<file path="src/rtl/core_settings.svh">
`ifndef CORE_SETTINGS_SVH
`define CORE_SETTINGS_SVH

// Machine word width in bits
`define DATA_WIDTH 32

// Instruction memory depth, log2 of words
`define IMEM_ADDR_BITS 6

// Wishbone byte address width
`define WB_ADDR_WIDTH 32

`endif

</file>
<file path="src/rtl/isaPkg.sv">
`include "core_settings.svh"

package isaPkg;

   // Register number, r0 reads as zero
   typedef logic [4:0] regIndex;

   typedef logic [`DATA_WIDTH-1:0] word;

   typedef logic [31:0] instruction;

   // Primary opcode in bits 31:26
   typedef enum logic [5:0] {
      opSpecial  = 6'b000000,
      opSpecial2 = 6'b011100,
      opAddi     = 6'b001000,
      opOri      = 6'b001101,
      opLw       = 6'b100011,
      opSw       = 6'b101011,
      opBeq      = 6'b000100,
      opBne      = 6'b000101
   } opcode;

   // Function field in bits 5:0
   typedef enum logic [5:0] {
      fnAdd = 6'b100000,
      fnSub = 6'b100010,
      fnAnd = 6'b100100,
      fnOr  = 6'b100101,
      fnSlt = 6'b101010,
      fnMul = 6'b000010   // only under opSpecial2
   } funct;

endpackage

</file>
<file path="src/rtl/pipePkg.sv">
package pipePkg;

   typedef enum logic [2:0] {
      aluAdd,
      aluSub,
      aluAnd,
      aluOr,
      aluSlt,
      aluMul
   } aluOp;

   // IF/ID
   typedef struct packed {
      logic               valid;
      isaPkg::word        pc;
      isaPkg::instruction instr;
   } ifId;

   // ID/EX, operands already muxed
   typedef struct packed {
      logic            valid;
      isaPkg::word     opA;
      isaPkg::word     opB;
      isaPkg::word     storeData;
      aluOp            operation;
      logic            memRead;
      logic            memWrite;
      logic            regWrite;
      isaPkg::regIndex dest;
   } idEx;

   // EX/MEM
   typedef struct packed {
      logic            valid;
      isaPkg::word     result;
      isaPkg::word     storeData;
      logic            memRead;
      logic            memWrite;
      logic            regWrite;
      isaPkg::regIndex dest;
   } exMem;

   // MEM/WB
   typedef struct packed {
      logic            valid;
      isaPkg::word     result;
      logic            regWrite;
      isaPkg::regIndex dest;
   } memWb;

   // Producer seen from decode
   typedef struct packed {
      logic            regWrite;
      isaPkg::regIndex dest;
   } destInfo;

endpackage

</file>
<file path="src/rtl/fetchStage.sv">
`timescale 1ns/1ps
`include "core_settings.svh"

module fetchStage (
   input  logic                       Clock,
   input  logic                       reset,
   input  logic                       stall,
   input  logic                       freeze,
   input  logic                       redirect,
   input  isaPkg::word                target,
   input  logic                       loadEnable,
   input  logic [`IMEM_ADDR_BITS-1:0] loadAddr,
   input  isaPkg::instruction         loadData,
   output pipePkg::ifId               fetched
);

   isaPkg::word        pc;
   isaPkg::instruction imem [2**`IMEM_ADDR_BITS];
   isaPkg::instruction imemData;

   // Program load, only used while reset is held
   always_ff @(posedge Clock) begin
      if (loadEnable) begin
         imem[loadAddr] <= loadData;
      end
   end

   // Byte pc to word index
   assign imemData = imem[pc[`IMEM_ADDR_BITS+1:2]];

   always_ff @(posedge Clock) begin
      if (reset) begin
         pc            <= '0;
         fetched.valid <= 1'b0;
      end else if (!stall && !freeze) begin
         // Slot behind a taken branch is squashed
         fetched.valid <= !redirect;
         fetched.pc    <= pc;
         fetched.instr <= imemData;
         pc            <= redirect ? target : pc + isaPkg::word'(4);
      end
   end

endmodule

</file>
<file path="config.mk">
export PLATFORM = sky130hd
export DESIGN_NAME = fetchStage
export DESIGN_NICKNAME = d
export VERILOG_FILES = /design/src/rtl/isaPkg.sv /design/src/rtl/pipePkg.sv /design/src/rtl/fetchStage.sv
export VERILOG_INCLUDE_DIRS = /design/src /design/src/rtl
export SDC_FILE = /design/constraint.sdc
export NUM_CORES = 2
export LEC_CHECK = 0
export BUFFER_PORTS_ARGS = -buffer_cell sky130_fd_sc_hd__buf_4
export CELL_PAD_IN_SITES_DETAIL_PLACEMENT = 0
export CELL_PAD_IN_SITES_GLOBAL_PLACEMENT = 1
export CORE_MARGIN = 1
export CORE_UTILIZATION = 30
export CTS_BUF_LIST = sky130_fd_sc_hd__clkbuf_4
export CTS_CLUSTER_SIZE = 25
export DETAILED_ROUTE_END_ITERATION = 10
export HOLD_SLACK_MARGIN = 0.03
export MAX_ROUTING_LAYER = met4
export PLACE_DENSITY = 0.45
export SYNTH_ARGS = -nofsm -noshare
export SYNTH_HDL_FRONTEND = slang
export SYNTH_SLANG_ARGS = --single-unit
</file>
<file path="constraint.sdc">
create_clock -name Clock -period 10.3 [get_ports Clock]
set_input_delay 1.03 -clock Clock [delete_from_list [all_inputs] [get_ports Clock]]
set_output_delay 1.03 -clock Clock [all_outputs]
set_load 0.05 [all_outputs]
</file>
# Yosys cells after proc, flatten, opt, wreduce, memory -nomap -nowiden
# Memories as Yosys holds them, arrays and structs flattened. A register that Yosys moved wholly into a read port is not among the register bits.
# Cells that the tools add are included.
# W data, S select, Z words.
[totals]
regBits = 65
mem_bits_rw = 2048
inputBits = 76
out_inout_bits = 65
word_cells = 14
mem_count = 1
[mem_list]
columns = ["name", "words", "word_bits", "read_ports", "rd_clocked_by_memory_dff", "write_ports", "line", "source"]
rows = [
  ["imem", 64, 32, 1, 1, 1, "fetchStage.sv:18", "isaPkg::instruction imem [2**`IMEM_ADDR_BITS];"],
]
[classes]
add_sub_neg = 1
mux = 3
bitwise_logic = 1
n_reduce_logical = 5
[ops]
columns = ["cell", "count"]
rows = [
  ["$add A32 B3 Y32 const B", 1],
  ["$mux W32", 1],
  ["$logic_not A1 Y1", 3],
  ["$mux W1", 2],
  ["$reduce_and A2 Y1", 1],
  ["$logic_and A1 B1 Y1", 1],
  ["$not A1 Y1", 1],
]

# Longest topological paths before layout
[logic_depth]
ltp_word = 3
mapped_depth = 11
depth_no_buf = 6

# Least setup slack after synthesis
# OpenSTA, ideal clock, no wires.
[synth_path]
path_kind = "input to register"
startpoint = "input port freeze"
endpoint = "register, netlist name fetched[0]"
setup_time_ns = 0.488
arrival_ns = 4.169
required_time_ns = 9.812
path_slack_ns = 5.643
cell_stages = 3
path_buffers = 1
path_cell_list = "or2_2 > clkbuf_1 > nor2_1"
[synth_via]
elab_chain_len = 3
[synth_lines]
columns = ["element", "line", "source"]
rows = [
  ["from (decl)", "fetchStage.sv:8", "input logic freeze,"],
  ["$logic_not A1 Y1", "fetchStage.sv:35", "end else if (!stall && !freeze) begin"],
  ["$logic_and A1 B1 Y1", "fetchStage.sv:35", ""],
  ["$reduce_and A2 Y1 (no source line)", "n/a", ""],
]
# Every way passes these cells.
# A chain may end at the register's enable or synchronous reset.

==> metrics.yaml <==
grtUsageTotal_pct: 17.9
wl_met1_microns: 106000
vias: 40400
drive_gt1_share_pct: 40.4
wl_met3_microns: 11700
clock.fmax_mhz: 219
place_hpwl_microns: 127000
netlist_instances: 3513
drt-initial-drc-count: 3161
synth-edff-count: 2112
critPathKind: "register to register"
setup_viol: 0
yosys_warnings: 0
ant_nets: 0
hold_viol: 0
die-area_sq_um: 276000
fin_crit_ns: 4.57
crit_arrival_ns: 5.48
cp.required_ns: 11.21
numCtsBuffers: 595
start_kind: "register"
crit_path_max_fanout: 100
power_density_nw_per_um2: 192
overflow: 0
ios: 141
grt_pass1_vias: 42800
leakagePower_nw: 29.3
routed_via_density: 4.93
nFillCells: 25500
top_layer: "met4"
final_net_count: 4261
routed_wl_microns: 241000
grt_max_degree: 101
slew-limit-headroom_pct: 22.8
multiInputGateArea_sq_um: 17500
worst_slew_pin_slew_ns: 1.13
cts_sinks: 2145
post-route-util_pct: 35.3
place_ws_ns: 5.63
synthesis.nets: 3590
final_cell_mix: "edfxtp_1, clkbuf_4, mux4_2"
finalSetupTns_ns: 0
start_util_pct: 30.3
clock_path_buffers: 4
register_area_sq_um: 64100
cts_resized: 0
rsz0062_at_grt: "no"
fin_skew_ns: 0.0629
fin_ws_ns: 5.73
syn_to_final_growth_pct: 16.6
vdd_ir_drop_max_mv: 0.0921
clk_pin_slew_ns: 0.06
cp-end-kind: "register"
num_rows: 191
grt_pass1_wl_microns: 337000
synth-main-ff-cell: "edfxtp_1"
synth.avg_cell_area_sq_um: 23.4
die_h_microns: 525
layout_commonest_cell: "edfxtp_1"
wl_per_cell_microns: 29.5
htree_levels: 6
drtPass1Iterations: 5
synth_top_cell_by_area: "edfxtp_1"
cts_root_buf: "clkbuf_4"
core_sq_um: 271000
yosysTopAreaCellShare_pct: 77.2
port_buffers: 140
routed-wl-met2_microns: 118000
antenna_found_initial: 20
syn_area_sq_um: 82200
ys_async_sr_fraction_pct: 0
synthTopCellsByArea: "edfxtp_1, mux4_2, mux2i_1"
drc_errors: 0
ys_types: 56
yosysSeqAreaShare_pct: 78.0
maxSlewViolCount: 0
status: "finished, final reports clean"
max_cap_viol_count: 0
clock_latency_ns: 1.28
tritoncts: "yes"
place_congestion: 0.708
post-route-period-util_pct: 44.3
ys_ff_latch: 2145
die_w_microns: 525
hp-class: "input port to register"
[timing repair]
item	4_1_cts	5_1_grt
hold endpoints to repair	27	0
hold buffers	32	0
setup buffers	0	0
[report_power, final]
part	internal [W]	leakage, nW	switching [W]
Clock	0.00422	4.46	0.00353
Combinational	0.000357	5.51	0.000569
Sequential	0.00966	19.3	0.0000430
[synthesized netlist by cell type, drive strengths merged (5+ instances only)]
master and number:
edfxtp 2112, mux4 588, buf 131, nor2 126, mux2i 110, clkbuf 71, a21oi 57, nand2 42
dfxtp 33, o22ai 32, nand3 22, a2111oi 20, a211oi 19, o21ai 17, mux2 14, nand4 9
nor3 9, and3 8, nor3b 7, o41ai 7, nor2b 6, a221oi 5, a22oi 5, a311oi 5
nand2b 5, o211ai 5, o31ai 5
[per-stage QoR]
step	cells	hold WS, ns	total power, W	area, sq um
after global routing	8177	0.0906	0.0192	95800
after global placement	7122	0.417	0.0108	88000
final	8181	0.221	0.0184	95800
after CTS	8154	0.0323	0.0187	95800
after detailed placement	7125	0.415	0.0108	88000
after floorplan	3513	0.403	0.0104	82200
[worst paths after layout]
check,slack [ns],cells past startpoint,startpoint,end
min reg2reg,0.44,0,pc[0]$_SDFFE_PP0P_,fetched[32]$_DFFE_PP_
max,5.73,8,pc[3]$_SDFFE_PP0P_,fetched[5]$_DFFE_PP_
min,0.22,3,target[15],pc[15]$_SDFFE_PP0P_
max reg2reg,5.73,8,pc[3]$_SDFFE_PP0P_,fetched[5]$_DFFE_PP_
[critical path: stages (launching register included)]
cell       delay, ns
dfxtp_4         0.80
buf_12          0.50
buf_4           0.66
buf_4           0.57
mux4_2          0.38
mux2i_1         0.14
nor2_1          0.06
a2111oi_0       0.82
a2111oi_0       0.18
[sequential cells by signal, summed over array words and instances, names as in the netlist]
register and count:
imem 2048, fetched 65, pc 32
[kinds of logic after synthesis]
family | count (synthesis) | synth area share, %
DFF | 2145 | 78.0
muxes | 712 | 17.6
and+or+nand+nor | 250 | 1.42
buffers and inverters | 205 | 1.29
AOI/OAI and AO/OA | 200 | 1.64
adders and majority gates | 1 | 0.0152
[routing by layer]
layer / GRT usage (%) / up-vias
met5: - / -
met4: 4.95 / 0
met3: 3.39 / 341
met2: 28.6 / 1276
met1: 23.3 / 21900
li1: - / 16900
[final cells by class]
type	instances	area share, %
timing repair buffer	276	2.32
sequential	2145	66.9
antenna	27	0.0705
tap	3570	4.66
clock inverter	118	0.873
clock buffer	879	6.89
inverter	3	0.0118
multi-input combinational	1163	18.3
(Power assumes the default switching activity.)
