===== config.mk =====
export PLATFORM = sky130hd
export DESIGN_NAME = executeStage
export DESIGN_NICKNAME = d
export VERILOG_FILES = /design/src/rtl/isaPkg.sv /design/src/rtl/pipePkg.sv /design/src/rtl/executeStage.sv
export VERILOG_INCLUDE_DIRS = /design/src /design/src/rtl
export SDC_FILE = /design/constraint.sdc
export NUM_CORES = 1
export LEC_CHECK = 0
export BUFFER_PORTS_ARGS = -buffer_cell sky130_fd_sc_hd__buf_2
export CORE_MARGIN = 2
export CORE_UTILIZATION = 55
export DETAILED_ROUTE_END_ITERATION = 10
export MAX_ROUTING_LAYER = met4
export PLACE_DENSITY = 0.74
export RECOVER_POWER = 50
export SYNTH_ARGS = -nofsm -noshare
export SYNTH_HDL_FRONTEND = slang
export SYNTH_SLANG_ARGS = --single-unit

===== constraint.sdc =====
create_clock -name Clock -period 9 [get_ports Clock]
set_input_delay 0 -clock Clock [delete_from_list [all_inputs] [get_ports Clock]]
set_output_delay 0 -clock Clock [all_outputs]
set_load 0.1 [all_outputs]

===== src/rtl/core_settings.svh =====
`ifndef CORE_SETTINGS_SVH
`define CORE_SETTINGS_SVH

// Machine word width in bits
`define DATA_WIDTH 32

// Instruction memory depth, log2 of words
`define IMEM_ADDR_BITS 6

// Wishbone byte address width
`define WB_ADDR_WIDTH 32

`endif


===== src/rtl/isaPkg.sv =====
`include "core_settings.svh"

package isaPkg;

   // Register number, r0 reads as zero
   typedef logic [4:0] regIndex;

   typedef logic [`DATA_WIDTH-1:0] word;

   typedef logic [31:0] instruction;

   // Primary opcode in bits 31:26
   typedef enum logic [5:0] {
      opSpecial  = 6'b000000,
      opSpecial2 = 6'b011100,
      opAddi     = 6'b001000,
      opOri      = 6'b001101,
      opLw       = 6'b100011,
      opSw       = 6'b101011,
      opBeq      = 6'b000100,
      opBne      = 6'b000101
   } opcode;

   // Function field in bits 5:0
   typedef enum logic [5:0] {
      fnAdd = 6'b100000,
      fnSub = 6'b100010,
      fnAnd = 6'b100100,
      fnOr  = 6'b100101,
      fnSlt = 6'b101010,
      fnMul = 6'b000010   // only under opSpecial2
   } funct;

endpackage


===== src/rtl/pipePkg.sv =====
package pipePkg;

   typedef enum logic [2:0] {
      aluAdd,
      aluSub,
      aluAnd,
      aluOr,
      aluSlt,
      aluMul
   } aluOp;

   // IF/ID
   typedef struct packed {
      logic               valid;
      isaPkg::word        pc;
      isaPkg::instruction instr;
   } ifId;

   // ID/EX, operands already muxed
   typedef struct packed {
      logic            valid;
      isaPkg::word     opA;
      isaPkg::word     opB;
      isaPkg::word     storeData;
      aluOp            operation;
      logic            memRead;
      logic            memWrite;
      logic            regWrite;
      isaPkg::regIndex dest;
   } idEx;

   // EX/MEM
   typedef struct packed {
      logic            valid;
      isaPkg::word     result;
      isaPkg::word     storeData;
      logic            memRead;
      logic            memWrite;
      logic            regWrite;
      isaPkg::regIndex dest;
   } exMem;

   // MEM/WB
   typedef struct packed {
      logic            valid;
      isaPkg::word     result;
      logic            regWrite;
      isaPkg::regIndex dest;
   } memWb;

   // Producer seen from decode
   typedef struct packed {
      logic            regWrite;
      isaPkg::regIndex dest;
   } destInfo;

endpackage


===== src/rtl/executeStage.sv =====
`timescale 1ns/1ps

module executeStage (
   input  logic             Clock,
   input  logic             reset,
   input  logic             freeze,
   input  pipePkg::idEx     decoded,
   output pipePkg::destInfo exDest,
   output pipePkg::exMem    executed
);

   isaPkg::word aluResult;

   always_comb begin
      case (decoded.operation)
         pipePkg::aluSub: aluResult = decoded.opA - decoded.opB;
         pipePkg::aluAnd: aluResult = decoded.opA & decoded.opB;
         pipePkg::aluOr:  aluResult = decoded.opA | decoded.opB;
         pipePkg::aluSlt: begin
            aluResult = ($signed(decoded.opA) < $signed(decoded.opB)) ?
                        isaPkg::word'(1) : '0;
         end
         // Low word of the product only
         pipePkg::aluMul: aluResult = decoded.opA * decoded.opB;
         default:         aluResult = decoded.opA + decoded.opB;
      endcase
   end

   // Bubbles must not look like producers
   assign exDest.regWrite = decoded.valid && decoded.regWrite;
   assign exDest.dest     = decoded.dest;

   always_ff @(posedge Clock) begin
      if (reset) begin
         executed.valid <= 1'b0;
      end else if (!freeze) begin
         executed.valid     <= decoded.valid;
         executed.result    <= aluResult;
         executed.storeData <= decoded.storeData;
         executed.memRead   <= decoded.memRead;
         executed.memWrite  <= decoded.memWrite;
         executed.regWrite  <= decoded.regWrite;
         executed.dest      <= decoded.dest;
      end
   end

endmodule


# [After elaboration in Yosys (flattened, before gate mapping)]
# Cells that the tools add are included.
[op_classes] n_reduce_logical=2 n_addsub=2 n_mux=2 div=0 magnitude_cmp=1 n_shift=0 n_eq_ne=5 multipliers=1 bitwise_logic=4
[ops] op="$pmux 32 s5" n=1
[ops] op="$add 32x32->32" n=1
[ops] op="$and 32x32->32" n=1
[ops] op="$lt 32x32->1" n=1
[ops] op="$mul 32x32->32" n=1
[ops] op="$or 32x32->32" n=1
[ops] op="$sub 32x32->32" n=1
[ops] op="$eq 3x2->1 const B" n=2
[ops] op="$eq 3x3->1 const B" n=2
[ops] op="$eq 3x1->1 const B" n=1
[ops] op="$not 1->1" n=2
[ops] op="$reduce_and 2->1" n=1
[ops] op="$logic_and 1x1->1" n=1
[ops] op="$mux 1" n=1
[totals] n_memories=0 in_bits=111 mem_bits_ro=0 ff_bits=73 wordCells=24 mem_bits_rw=0 output_inout_bits=79 latchBits=0

# [Logic depth before layout (Yosys ltp)]
[logic_depth] depth_word=3 ltp_mapped=29

# [Worst setup path before layout]
# OpenSTA, ideal clock, no wires.
[synth_path] kind="input -> register" start="input decoded[45] (netlist bit)" end="register executed[66] (netlist bit), data pin" setup_ps=272 path_buffers=2 cell_stages=27 setup_slack_ps=2092 arrival_time_ps=6635 path_cell_list="clkbuf_1 -> inv_1 -> clkbuf_1 -> nor2_1 -> fa_1 -> inv_1 -> fa_1 -> fa_1 -> fa_1 -> inv_1 -> fa_1 -> inv_1 -> fa_1 -> inv_1 -> fa_1 -> fa_1 -> ha_1 -> a21o_1 -> a21o_1 -> a21oi_1 -> o21a_1 -> o21ai_0 -> a21oi_1 -> o21ai_0 -> a211o_1 -> nand3_1 -> a22oi_1"
[synth_via] elab_chain_len=2
[synth_lines] element="start, declared" line="executeStage.sv:7" text="input pipePkg::idEx decoded,"
[synth_lines] element="$mul 32x32->32, or another cell as far along" line="executeStage.sv:24" text="pipePkg::aluMul: aluResult = decoded.opA * decoded.opB;"
[synth_lines] element="$pmux 32 s5 (*)" line="executeStage.sv:15" text="case (decoded.operation)"
[synth_lines] element="named net aluResult[26]" line="executeStage.sv:12" text="isaPkg::word aluResult;"
[synth_lines] element="end, declared" line="executeStage.sv:9" text="output pipePkg::exMem executed"
# Mark *: on every way through the listed nets, which the timed path passes. The rest lies on a longest branch.
# A chain may end at the register's enable or synchronous reset.

# [Worst setup path after layout]
[layout_path] start="input decoded[45] (netlist bit)" end="register executed[69] (netlist bit), data pin"
# Same word-level chain as after synthesis.

==> summary.md <==
| Metric | Value |
|---|---|
| Biggest regs | `executed x73` |
| Status | `finished, final reports clean` |
| Worst-Margin Slew | `1270 ps` |
| Total grt overflow | `0` |
| Crit. Startpoint | `decoded[45]` |
| Synth Instances | `2572` |
| DRT antenna net count | `0` |
| RSZ-0062 raised after global routing | `no` |
| Clk_lat worst skew | `330 ps` |
| Worst hold path type | `in2reg` |
| Routed WL per cell | `25.3 um` |
| Reg clk slew, reported paths | `60 ps` |
| Die ar. | `41700 um2` |
| Layout cells sized above 1 | `0.0665` |
| Total Nets Final | `3470` |
| CP max FO | `24` |
| Final period utilization | `0.842` |
| Fin. Hold Viols | `0` |
| CP required | `9190 ps` |
| Number of synthesized flops with an enable pin | `72` |
| Synth Cell Area | `22100 um2` |
| Number of distinct library cells after synthesis | `76` |
| F_max | `0.132 GHz` |
| Max FFs per register | `73` |
| Ys Warns | `0` |
| CORE AREA | `39600 um2` |
| Setup Viol. Count Final | `0` |
| First-pass GRT wire length | `124 mm` |
| Final count of pins violating max slew | `0` |
| Die height | `204 um` |
| Crit. End Element | `flop` |
| Initial Utilization | `0.557` |
| Reg2reg start | `executed[72]` |
| GPL Wtd Cong | `1.06` |
| Largest net degree at the start of global routing | `73` |
| Setup Buffers After CTS | `0` |
| Final wirelength | `82.6 mm` |
| Initial antenna violation count | `1` |
| Io pins | `190` |
| Filler instances | `3576` |
| Max-Cap Viols | `0` |
| Post-layout minimum cycle time | `7580 ps` |
| Sequential fraction of the synthesis area | `0.0989` |
| Slew margin rel. | `0.154` |
| Crit path kind | `in2reg` |
| CP Launch Type | `input pin` |
| Vias in the first global route | `20700` |
| I/O Buffers | `189` |
| Routed vias/inst | `6.14` |
| Post-DP HPWL | `66.3 mm` |
| Syn-to-layout area delta | `9.10%` |
| Hold path startpoint | `decoded[73]` |
| DRT Pass-1 Iters | `6` |
| DR DRC count | `0` |
| H-tree lvl count | `3` |
| FP Rows | `73` |
| Largest Register | `executed` |
| Chip Width | `204 um` |
| Post-synth ARST share | `0` |
| CTS tree | `yes` |
| Critical Path AT | `7760 ps` |
| # clock sinks | `73` |
| Post-cts resize count | `0` |
| Top_reg_cell synth | `edfxtp_1` |
| Synthesized flop and latch total | `73` |
| Final cell count without fillers | `3264` |
| Root Driver | `clkbuf_16` |
| TritonCTS buffer count | `9` |
| Layout Skew | `0 ps` |
| Syn_nets | `3312` |
| Total track usage | `0.416` |
| Setup_tns | `0 ps` |
| Inst Count DP | `3202` |
| Syn avg cell area | `8.58 um2` |
| Initial DRC count | `2260` |
| CTS max path bufs | `2` |
| Vias | `20000` |
## cells by family after synthesis
logic type / Yosys count / share of synthesized area
and+or+nand+nor: 760 / 0.140
xor gates and xnor gates: 93 / 0.0369
AOI/OAI and AO/OA: 399 / 0.120
adders and majority gates: 629 / 0.496
muxes: 4 / 0.00181
DFF: 73 / 0.0989
buffers and inverters: 614 / 0.106
## synthesized netlist by cell type, types with 8 or more instances
master	n	share of area
inv_1	478	0.081
fa_1	410	0.37
nor2_1	388	0.066
nand2_1	265	0.045
ha_1	219	0.12
a21oi_1	117	0.027
clkbuf_1	96	0.016
o21ai_0	75	0.017
xnor2_1	73	0.029
edfxtp_1	72	0.098
nor3_1	25	0.0057
o221ai_1	21	0.0083
o22ai_1	20	0.0057
xor2_1	20	0.0079
o21a_1	19	0.0065
o211ai_1	18	0.0061
a21o_1	17	0.0058
nand3_1	17	0.0039
buf_1	14	0.0024
o21bai_1	14	0.0048
nor2b_1	13	0.0037
clkinv_1	12	0.0020
nand2b_1	12	0.0034
a211oi_1	10	0.0034
a31oi_1	10	0.0028
nor4_1	8	0.0023
## cell type report
cell class	count	area, um2	share of cell area
clock buffers	11	233	0.00967
flip-flops and latches	73	2180	0.0907
inverters	495	1860	0.0772
well taps	525	657	0.0273
repair buffers	266	1530	0.0637
multi-input cells	1885	17600	0.730
diodes	4	10.0	0.000416
clock inverters	5	32.5	0.00135
## placed cells by master (no fill, tap or decap), drive strengths merged, types with 9 or more instances in the layout
cell type,instances
inv,483
a211oi,10
nor2,388
nor4,9
a21o,17
a21oi,118
o21bai,15
o22ai,20
ha,219
xor2,20
a31oi,10
o21ai,78
nand3,17
fa,410
o21a,19
o211ai,18
o221ai,21
dlygate4sd3,42
nor3,25
clkinv,17
xnor2,73
buf,145
nand2b,12
nand2,265
clkbuf,90
edfxtp,72
nor2b,14
## through the flow
step	utilization	worst slack, ps	instance area [um2]	hold WS, ps
3_5_place_dp	0.592	1220	23500	178
3_3_place_gp	0.592	1380	23500	177
5_1_grt	0.607	1180	24100	331
6_report	0.607	1420	24100	292
4_1_cts	0.609	1550	24200	278
2_1_floorplan	-	2090	22100	72.4
## layer usage
metal,wire (um),global-route usage,vias to the layer above
met5,0,-,-
met4,4590,0.184,0
met3,10900,0.104,267
met2,35300,0.617,1548
met1,31800,0.542,9827
li1,-,-,8396
## repair_timing
item,in CTS,in global routing
endpoints found under the setup margin,0,0
hold buffers,42,0
hold endpoints to repair,41,0
## worst paths after layout
kind / slack (ps) / end / depth (start not counted)
setup / recovery: 1420 / executed[69] / 23
hold / removal: 290 / executed[70] / 4
setup reg to reg: 7840 / executed[72] / 3
hold reg to reg: 1070 / executed[72] / 3
## critical path: stages
cell and delay (ps):
buf_2 190, inv_1 740, nor2_1 170, fa_1 580, inv_1 50, fa_1 520
fa_1 470, fa_1 570, inv_1 60, fa_1 480, fa_1 610, fa_1 450
fa_1 450, ha_1 400, and4_1 260, nand2_1 60, a211oi_1 460, nor2_1 210
o21a_1 260, xor2_1 140, o22ai_1 240, o221ai_1 170, o22ai_1 190
Power is not shown: default switching activity piles up to over one toggle a cycle in this logic, so the estimate is an artifact.
