$ cat src/rtl/core_settings.svh
`ifndef CORE_SETTINGS_SVH
`define CORE_SETTINGS_SVH

// Machine word width in bits
`define DATA_WIDTH 32

// Instruction memory depth, log2 of words
`define IMEM_ADDR_BITS 6

// Wishbone byte address width
`define WB_ADDR_WIDTH 32

`endif

$ cat src/rtl/isaPkg.sv
`include "core_settings.svh"

package isaPkg;

   // Register number, r0 reads as zero
   typedef logic [4:0] regIndex;

   typedef logic [`DATA_WIDTH-1:0] word;

   typedef logic [31:0] instruction;

   // Primary opcode in bits 31:26
   typedef enum logic [5:0] {
      opSpecial  = 6'b000000,
      opSpecial2 = 6'b011100,
      opAddi     = 6'b001000,
      opOri      = 6'b001101,
      opLw       = 6'b100011,
      opSw       = 6'b101011,
      opBeq      = 6'b000100,
      opBne      = 6'b000101
   } opcode;

   // Function field in bits 5:0
   typedef enum logic [5:0] {
      fnAdd = 6'b100000,
      fnSub = 6'b100010,
      fnAnd = 6'b100100,
      fnOr  = 6'b100101,
      fnSlt = 6'b101010,
      fnMul = 6'b000010   // only under opSpecial2
   } funct;

endpackage

$ cat src/rtl/pipePkg.sv
package pipePkg;

   typedef enum logic [2:0] {
      aluAdd,
      aluSub,
      aluAnd,
      aluOr,
      aluSlt,
      aluMul
   } aluOp;

   // IF/ID
   typedef struct packed {
      logic               valid;
      isaPkg::word        pc;
      isaPkg::instruction instr;
   } ifId;

   // ID/EX, operands already muxed
   typedef struct packed {
      logic            valid;
      isaPkg::word     opA;
      isaPkg::word     opB;
      isaPkg::word     storeData;
      aluOp            operation;
      logic            memRead;
      logic            memWrite;
      logic            regWrite;
      isaPkg::regIndex dest;
   } idEx;

   // EX/MEM
   typedef struct packed {
      logic            valid;
      isaPkg::word     result;
      isaPkg::word     storeData;
      logic            memRead;
      logic            memWrite;
      logic            regWrite;
      isaPkg::regIndex dest;
   } exMem;

   // MEM/WB
   typedef struct packed {
      logic            valid;
      isaPkg::word     result;
      logic            regWrite;
      isaPkg::regIndex dest;
   } memWb;

   // Producer seen from decode
   typedef struct packed {
      logic            regWrite;
      isaPkg::regIndex dest;
   } destInfo;

endpackage

$ cat src/rtl/memoryStage.sv
`timescale 1ns/1ps
`include "core_settings.svh"

module memoryStage (
   input  logic                      Clock,
   input  logic                      reset,
   input  pipePkg::exMem             executed,
   input  logic                      ack,
   input  isaPkg::word               datMiso,
   output pipePkg::destInfo          memDest,
   output logic                      freeze,
   output logic                      cyc,
   output logic                      stb,
   output logic                      we,
   output logic [`WB_ADDR_WIDTH-1:0] adr,
   output isaPkg::word               datMosi,
   output pipePkg::memWb             writeBack
);

   typedef enum logic {
      idle,
      busy
   } busState;

   busState state;
   logic    access;

   assign access = executed.valid && (executed.memRead || executed.memWrite);

   ////////////////////////////////////////////////////////////////////////////
   // Wishbone classic master

   // Start in the same cycle the access arrives, hold open until ack
   assign cyc     = (state == busy) ? 1'b1 : access;
   assign stb     = cyc;
   assign we      = cyc && executed.memWrite;
   assign adr     = `WB_ADDR_WIDTH'(executed.result);
   assign datMosi = executed.storeData;

   // Whole pipeline waits for the slave
   assign freeze = cyc && !ack;

   always_ff @(posedge Clock) begin
      if (reset) begin
         state <= idle;
      end else begin
         case (state)
            idle: begin
               if (access && !ack) begin
                  state <= busy;
               end
            end
            busy: begin
               if (ack) begin
                  state <= idle;
               end
            end
            default: state <= idle;
         endcase
      end
   end

   ////////////////////////////////////////////////////////////////////////////
   // MEM/WB

   assign memDest.regWrite = executed.valid && executed.regWrite;
   assign memDest.dest     = executed.dest;

   always_ff @(posedge Clock) begin
      if (reset) begin
         writeBack.valid <= 1'b0;
      end else begin
         // Nothing retires while the transfer waits
         writeBack.valid    <= executed.valid && !freeze;
         writeBack.result   <= executed.memRead ? datMiso : executed.result;
         writeBack.regWrite <= executed.regWrite;
         writeBack.dest     <= executed.dest;
      end
   end

endmodule

$ cat config.mk
export PLATFORM = sky130hd
export DESIGN_NAME = memoryStage
export DESIGN_NICKNAME = d
export VERILOG_FILES = /design/src/rtl/isaPkg.sv /design/src/rtl/pipePkg.sv /design/src/rtl/memoryStage.sv
export VERILOG_INCLUDE_DIRS = /design/src /design/src/rtl
export SDC_FILE = /design/constraint.sdc
export NUM_CORES = 1
export LEC_CHECK = 0
export BUFFER_PORTS_ARGS = -buffer_cell sky130_fd_sc_hd__buf_2
export CAP_MARGIN = 25
export CORE_UTILIZATION = 25
export CTS_BUF_LIST = sky130_fd_sc_hd__clkbuf_8 sky130_fd_sc_hd__clkbuf_16
export CTS_CLUSTER_DIAMETER = 30
export DETAILED_ROUTE_END_ITERATION = 8
export HOLD_SLACK_MARGIN = 0.12
export PLACE_DENSITY = 0.63
export SYNTH_ARGS = -nofsm -noshare
export SYNTH_HDL_FRONTEND = slang
export SYNTH_SLANG_ARGS = --single-unit
$ cat constraint.sdc
create_clock -name Clock -period 1.4 [get_ports Clock]
set_input_delay 0.28 -clock Clock [delete_from_list [all_inputs] [get_ports Clock]]
set_output_delay 0.28 -clock Clock [all_outputs]
set_load 0.02 [all_outputs]
After elaboration in Yosys (flattened, before gate mapping)
Index checks and enable logic that the tools add are counted.
{ "totals": {"regBits": 40, "latchBits": 0, "mem_bits_rw": 0, "mem_bits_ro": 0, "inputBits": 108, "output_inout_bits": 113, "wordCells": 20, "memories": 0} }
{ "op_classes": {"addsub": 0, "n_mul": 0, "div": 0, "magnitude_cmp": 0, "eq_ne": 0, "shifts": 0, "muxes": 5, "bitwise": 1, "reduce_logical": 9} }
{ "op_table": {"columns": ["cell", "count"], "rows": [
  ["2-to-1 mux 32 bit", 1],
  ["logical AND 1 bit", 6],
  ["2-to-1 mux 1 bit", 3],
  ["zero test 1 bit", 2],
  ["case mux 1 bit (2 select lines)", 1],
  ["logical OR 1 bit", 1],
  ["inverter 1 bit", 1]
]} }

Logic depth before layout (Yosys ltp)
Gate-level depths: netlist (run 1).
{ "depth": {"ltp_word": 6, "depth_mapped": 4, "mapped_depth_nobuf": 2} }

Worst setup path after synthesis (run 1)
OpenSTA, ideal clock, no wires.
{ "synth_timing": {"kind": "in2reg", "from": "input reset", "to": "register writeBack[0] (netlist name), enable pin", "setup_ns": 0.393, "arrival_time_ns": 1.037, "setup_slack_ns": -0.030, "path_stages": 1, "path_buffers": 0, "path_cell_list": "inv_1"} }
{ "synth_lines": {"columns": ["element", "line", "rtl"], "rows": [
  ["start, declared", "memoryStage.sv:6", "input logic reset,"],
  ["end, declared", "memoryStage.sv:17", "output pipePkg::memWb writeBack"]
]} }
No word-level cell between the ends.

Worst setup path after layout (run 1)
{ "layout_timing": {"from": "register state", "to": "output freeze"} }
{ "layout_via": {"elab_chain_cells": 2} }
{ "layout_lines": {"columns": ["element", "line", "rtl"], "rows": [
  ["start, declared", "memoryStage.sv:25", "busState state;"],
  ["start signal, assigned", "memoryStage.sv:45", "state <= idle;"],
  ["start signal, assigned", "memoryStage.sv:50", "state <= busy;"],
  ["start signal, assigned", "memoryStage.sv:55", "state <= idle;"],
  ["2-to-1 mux 1 bit", "memoryStage.sv:34", "assign cyc = (state == busy) ? 1'b1 : access;"],
  ["logical AND 1 bit", "memoryStage.sv:41", "assign freeze = cyc && !ack;"],
  ["end, declared", "memoryStage.sv:11", "output logic freeze,"]
]} }
No other way between the ends.

==> impl_summary.log, run 1 <==
[metrics] vias per cell: 3.93
[metrics] number of standard-cell rows in the floorplan: 34
[metrics] placed inst area: 2700 um^2
[metrics] Setup Skew: 0.146 ps
[metrics] power density of the placed cells: a little over 1000 nW/um^2
[metrics] global-route wire length before repair: roughly 7400 um
[metrics] post-layout utilization of the core: 0.314
[metrics] critical path endpoint category: output port
[metrics] number of diodes added for antenna fixing: 0
[metrics] post-CTS resize count: 0
[metrics] post-place setup slack: around 130 ps
[metrics] number of warnings issued by yosys: 0
[metrics] global placer's final weighted congestion: roughly 0.69
[metrics] initial antenna violation count: 1
[metrics] Detailed Route Iter0 Violations: just over 40
[metrics] Period minus WS final: 1290 ps
[metrics] routed wirelength normalized by instance count: around 14 um
[metrics] Clock Path Buffers: 2
[metrics] Final Hold Vio Count: 0
[metrics] Power, Total: about 2.9 mW
[metrics] Total Nets Final: approximately 360
[metrics] total via count in the routed design: roughly 1,400
[metrics] root buffer cell: clkbuf_8
[metrics] Worst Max-Slew Pin Slew: roughly 200 ps
[metrics] pin count of the biggest net entering global routing: 25
[metrics] Clock Latency Late Sink: around 280 ps
[metrics] hold crit path type: in -> reg
[metrics] net count of the mapped netlist: about 260
[metrics] sum of negative setup slack: 0 ps
[metrics] Die Outline Area: 9640 um^2
[metrics] count of buffers inserted at the top-level ports: around 160
[metrics] Crit Path Max Fanout: 3
[metrics] aggregate global routing overflow: 0
[metrics] synthesized area: between 2000 and 2500 um^2
[metrics] relative max-transition margin: 0.867
[metrics] Post-Syn Instances: between 150 and 200
[metrics] sequential fraction of the synthesis area: 0.511
[metrics] violations in the final reports: DRC
[metrics] CTS tree: yes
[metrics] Max Freq: around 0.77 GHz
[metrics] met1 wire length: between 1500 and 2000 um
[metrics] largest area contributor in the synthesized netlist: edfxtp_1
[metrics] post-route design area: 2780 um^2
[metrics] effective utilization at floorplan: 0.261
[metrics] area share of the leading cell type in the synthesized netlist: 0.494
[metrics] met3 routed WL: 481 um
[metrics] clock buffers created by TritonCTS: 5
[metrics] synthesized area per cell: around 15 um^2
[metrics] area growth from synthesis to layout: 20.3%
[metrics] Post-CTS Repair Setup Buffers: 0
[metrics] WL met2: between 2000 and 3000 um
[metrics] number of hold buffers added after CTS: 0
[metrics] Core Region: between 8000 and 9000 um^2
[metrics] CP Data Required Time: around 1100 ps
[metrics] Routed Antenna Nets: 0
[metrics] Final Setup Violations: 0
[metrics] setup slack of the critical path after layout: around 110 ps
[metrics] number of distinct library cells after synthesis: 16
[metrics] arrival time worst endpoint: around 1000 ps
[metrics] router iterations before antenna repair: 8
[metrics] setup repair after global routing missed its margin: false
[metrics] fraction of layout cells with a size suffix above 1: 0.796
[metrics] vias in the first global route: between 1,000 and 1,500
[metrics] final wirelength: 5100 um
[metrics] share of the clock period used by the worst path: 0.922
[metrics] number of DRC violations after detailed routing: 10
[metrics] ports placed on the boundary: ~220
[metrics] number of sinks on the clock net: 40
[metrics] outcome: finished, violations left
[metrics] Die H: 98.2 um
[metrics] crit start category: register
[metrics] total number of H-tree levels: 2
[metrics] horizontal extent of the die: around 100 um
[metrics] Placed Cells: 350
[metrics] dominant cells by area after synthesis: edfxtp_1 49%, buf_4 23%, mux2_4 19%, buf_12 2.6%, dfxtp_1 1.7%
[metrics] Critical Setup Path Class: reg -> out
[metrics] P_leak: around 1.4 nW
[metrics] worst supply voltage drop on vdd: around 350 uV
[metrics] total count of max-transition violations in the final report: 0
[metrics] worst hold slack: 182 ps
[metrics] filler-free cell count of the finished design: 358
[metrics] Filler Cell Count: about 900
[metrics] top routing layer in use: met5
[metrics] max-cap check violation count: 0
[metrics] register bit count reported by yosys: 40
[metrics] All-Layer GR Usage: 0.102
[metrics] Clock Pin Slew Worst Setup and Hold Paths: approximately 70 ps
[critical path, stage by stage (launching register included)]
cell and delay [ps]:
dfxtp_1 360, inv_1 80, a21oi_1 110, buf_2 180
[placed cells by master, fill, tap and decap left out]
master      count
a21oi_1         1
clkinvlp_4      1
clkinv_1        1
and2_1          1
o21ai_2         1
mux2_2          2
nand2_1         1
edfxtp_1       38
o211a_1         1
mux2_4         30
buf_12          3
buf_4           1
o21a_1          1
clkbuf_8        5
dfxtp_1         2
nor3_1          1
inv_1           3
buf_2         156
a211oi_1        1
[worst paths after layout]
path                             startpoint      endpoint  slack [ps]  cells after the start
worst max-delay path                  state        freeze         110                      3
worst min-delay path            executed[5]  writeBack[5]         180                      1
worst max register to register        state         state         680                      2
worst min register to register        state         state         530                      2
[state kept, by name, indices dropped and copies added (netlist names)]
name and count:
writeBack 39, state 1
[final cells by class]
class                      instances  area (um^2)  share of cell area
clock buffer                       5         68.8              0.0247
multi-input combinational         40          527               0.189
timing repair buffer             160          848               0.305
inverter                           2         11.3             0.00405
sequential                        40         1180               0.424
tap                              108          135              0.0486
clock inverter                     3         11.3             0.00405
[metal layers]
layer  vias to the layer above  GRT usage
met4                         2     0.0620
met3                        28     0.0365
met2                        80      0.202
li1                        656          -
met5                         -          0
met1                       641     0.0849
[logic make-up (layout without fill, tap and decap cells)]
logic type             Yosys count  after routing  synth area share
buffers and inverters           76            170             0.261
muxes                           32             32             0.205
DFF                             40             40             0.511
AOI/OAI and AO/OA                5              5            0.0168
and+or+nand+nor                  3              3           0.00649
[cells in the mapped netlist (all sizes together)]
cell	number
dfxtp	2
mux2	32
o211a	1
nor3	1
buf	74
and2	1
nand2	1
o21ai	1
inv	2
edfxtp	38
a21oi	1
o21a	1
a211oi	1
[power by group]
group	total, mW	switching (mW)	internal (mW)
Sequential	1.45	0.0229	1.43
Clock	0.705	0.373	0.332
Combinational	0.713	0.400	0.313
Total	2.87	0.796	2.08
(Power assumes the default switching activity.)
==> run 2, diff against run 1 <==
MAX_ROUTING_LAYER = met4   (was unset)
PLACE_DENSITY = 0.61   (was 0.63)
clock period = 1.6 ns   (was 1.4 ns; I/O delays follow)
==> run 2 against run 1 <==
  * Power down 1.5%
  * First-iteration DRC count shrank 24%
  * Clock-buffer cell count stayed put
  * Critical path type unchanged
  * The flow still finishes with violations (DRC)
  * Cell count down 0.56%
==> impl_summary.log, run 2 (synthesis results as in run 1) <==
[metrics] ports placed on the boundary: 221 (unchanged)
[metrics] global placer's final weighted congestion: 0.746 (+7.7%)
[metrics] critical path endpoint category: output port
[metrics] hold crit path type: in -> reg
[metrics] root buffer cell: clkbuf_8
[metrics] total count of max-transition violations in the final report: 0 (unchanged)
[metrics] Period minus WS final: 1360 ps
[metrics] Biggest register: writeBack
[metrics] Clock Path Buffers: 2 (unchanged)
[metrics] Regs by FF count: writeBack x39, state x1
[metrics] horizontal extent of the die: 98.2 um (unchanged)
[metrics] pin count of the biggest net entering global routing: 40 (+60%)
[metrics] CP Data Required Time: 1280 ps (+160 ps)
[metrics] number of diodes added for antenna fixing: 0 (unchanged)
[metrics] commonest cells after routing, fill and taps aside: 156 x buf_2, 38 x edfxtp_1, 30 x mux2_4
[metrics] Clock Pin Slew Worst Setup and Hold Paths: 70 ps (about the same)
[metrics] number of hold buffers added after CTS: 0 (unchanged)
[metrics] initial antenna violation count: 0 (-1)
[metrics] count of buffers inserted at the top-level ports: 156 (unchanged)
[metrics] number of DRC violations after detailed routing: 16 (+6)
[metrics] Die H: 98.2 um (unchanged)
[metrics] vias in the first global route: 1,332 (-8.5%)
[metrics] fraction of layout cells with a size suffix above 1: 0.802 (+0.00642)
[metrics] outcome: finished, violations left
[metrics] arrival time worst endpoint: 1040 ps (+30 ps)
[metrics] relative max-transition margin: 0.848 (-0.0190)
[metrics] sum of negative setup slack: 0 ps (unchanged)
[metrics] Final Setup Violations: 0 (unchanged)
[metrics] Post-CTS Repair Setup Buffers: 0 (unchanged)
[metrics] Detailed Route Iter0 Violations: 31 (-24%)
[metrics] Total Nets Final: 356 (-0.28%)
[metrics] clock buffers created by TritonCTS: 5 (unchanged)
[metrics] crit start category: register
[metrics] Core Region: 8850 um^2 (unchanged)
[metrics] Setup Skew: 0.0142 ps (-0.132 ps)
[metrics] max-cap check violation count: 0 (unchanged)
[metrics] share of the clock period used by the worst path: 0.848
[metrics] Worst Max-Slew Pin Slew: 229 ps (+28.5 ps)
[metrics] number of standard-cell rows in the floorplan: 34 (unchanged)
[metrics] router iterations before antenna repair: 6 (-2)
[metrics] Crit Path Max Fanout: 3 (unchanged)
[metrics] worst supply voltage drop on vdd: 388 uV (+12%)
[metrics] effective utilization at floorplan: 0.261 (unchanged)
[metrics] power density of the placed cells: 1010 nW/um^2 (-2.3%)
[metrics] total via count in the routed design: 1,405 (-0.14%)
[metrics] final wirelength: 4780 um (-6.2%)
[metrics] aggregate global routing overflow: 0 (unchanged)
[metrics] Critical Setup Path Class: reg -> out
[metrics] area growth from synthesis to layout: 21.4%
[metrics] Routed Antenna Nets: 0 (unchanged)
[metrics] Clock Latency Late Sink: 280 ps (about the same)
[metrics] Die Outline Area: 9640 um^2 (unchanged)
[metrics] vias per cell: 3.95 (+0.42%)
[metrics] total number of H-tree levels: 2 (unchanged)
[metrics] setup repair after global routing missed its margin: false
[metrics] CTS tree: yes
[metrics] violations in the final reports: DRC
[metrics] post-CTS resize count: 0 (unchanged)
[metrics] Register-to-Register Path Depth: 2 (unchanged)
[metrics] number of sinks on the clock net: 40 (unchanged)
[metrics] global-route wire length before repair: 6920 um (-5.9%)
[metrics] Final Hold Vio Count: 0 (unchanged)
[metrics] Max Freq: about 0.74 GHz
[metrics] All-Layer GR Usage: 0.0986 (-0.00323)
[metrics] P_leak: 1.38 nW (+0.86%)
[metrics] number of stages on the worst hold path: 2 (+1)
[metrics] post-layout utilization of the core: 0.317 (+0.00283)
[metrics] flip-flop count of the largest register, all copies and words added: 39 (unchanged)
[metrics] routed wirelength normalized by instance count: 13.4 um (-5.7%)
[metrics] most common cell after layout, fill and taps aside: buf_2
[run 2: cell type report]
cell class	count	area, um^2
Multi-Input combinational cell	40	527
Clock inverter	2	60.1
Fill cell	923	6040
Sequential cell	40	1180
Timing Repair Buffer	159	828
Clock buffer	5	68.8
Tap cell	108	135
Inverter	2	7.51
[run 2: metal layers]
metal,GRT usage,part of all wire,vias up
met2,0.176,0.52,94
met3,0.0308,0.10,17
met5,-,0,-
met4,0.0517,0.025,0
li1,-,-,656
met1,0.0955,0.35,638
[run 2: through the flow]
step | setup slack [ps] | hold slack, ps | power (mW) | cell area [um^2] | std cells
final | 243 | 217 | 2.83 | 2810 | 356
after global routing | 179 | 205 | 2.97 | 2810 | 356
after CTS | 251 | 208 | 2.89 | 2810 | 356
after detailed placement | 268 | 516 | 1.92 | 2680 | 349
after global placement | 293 | 498 | 1.91 | 2680 | 349
after floorplan | 130 | 393 | 1.85 | 2310 | 156
[run 2: final timing paths]
path                            startpoint       endpoint  slack (ps)
worst min register to register       state          state         530
worst max register to register       state  writeBack[38]         880
worst max-delay path                 state         freeze         240
worst min-delay path                 reset          state         220
[run 2: critical path: stages (launching register included)]
cell and delay, ps:
dfxtp_1 360, inv_1 80, a21oi_1 130, buf_2 190
[run 2: where the power goes]
group / switching (mW) / leakage, nW / total [mW] / internal [mW]
clock: 0.328 / 0.0642 / 0.942 / 0.614
combinational: 0.347 / 0.929 / 0.616 / 0.269
sequential: 0.0201 / 0.388 / 1.27 / 1.25
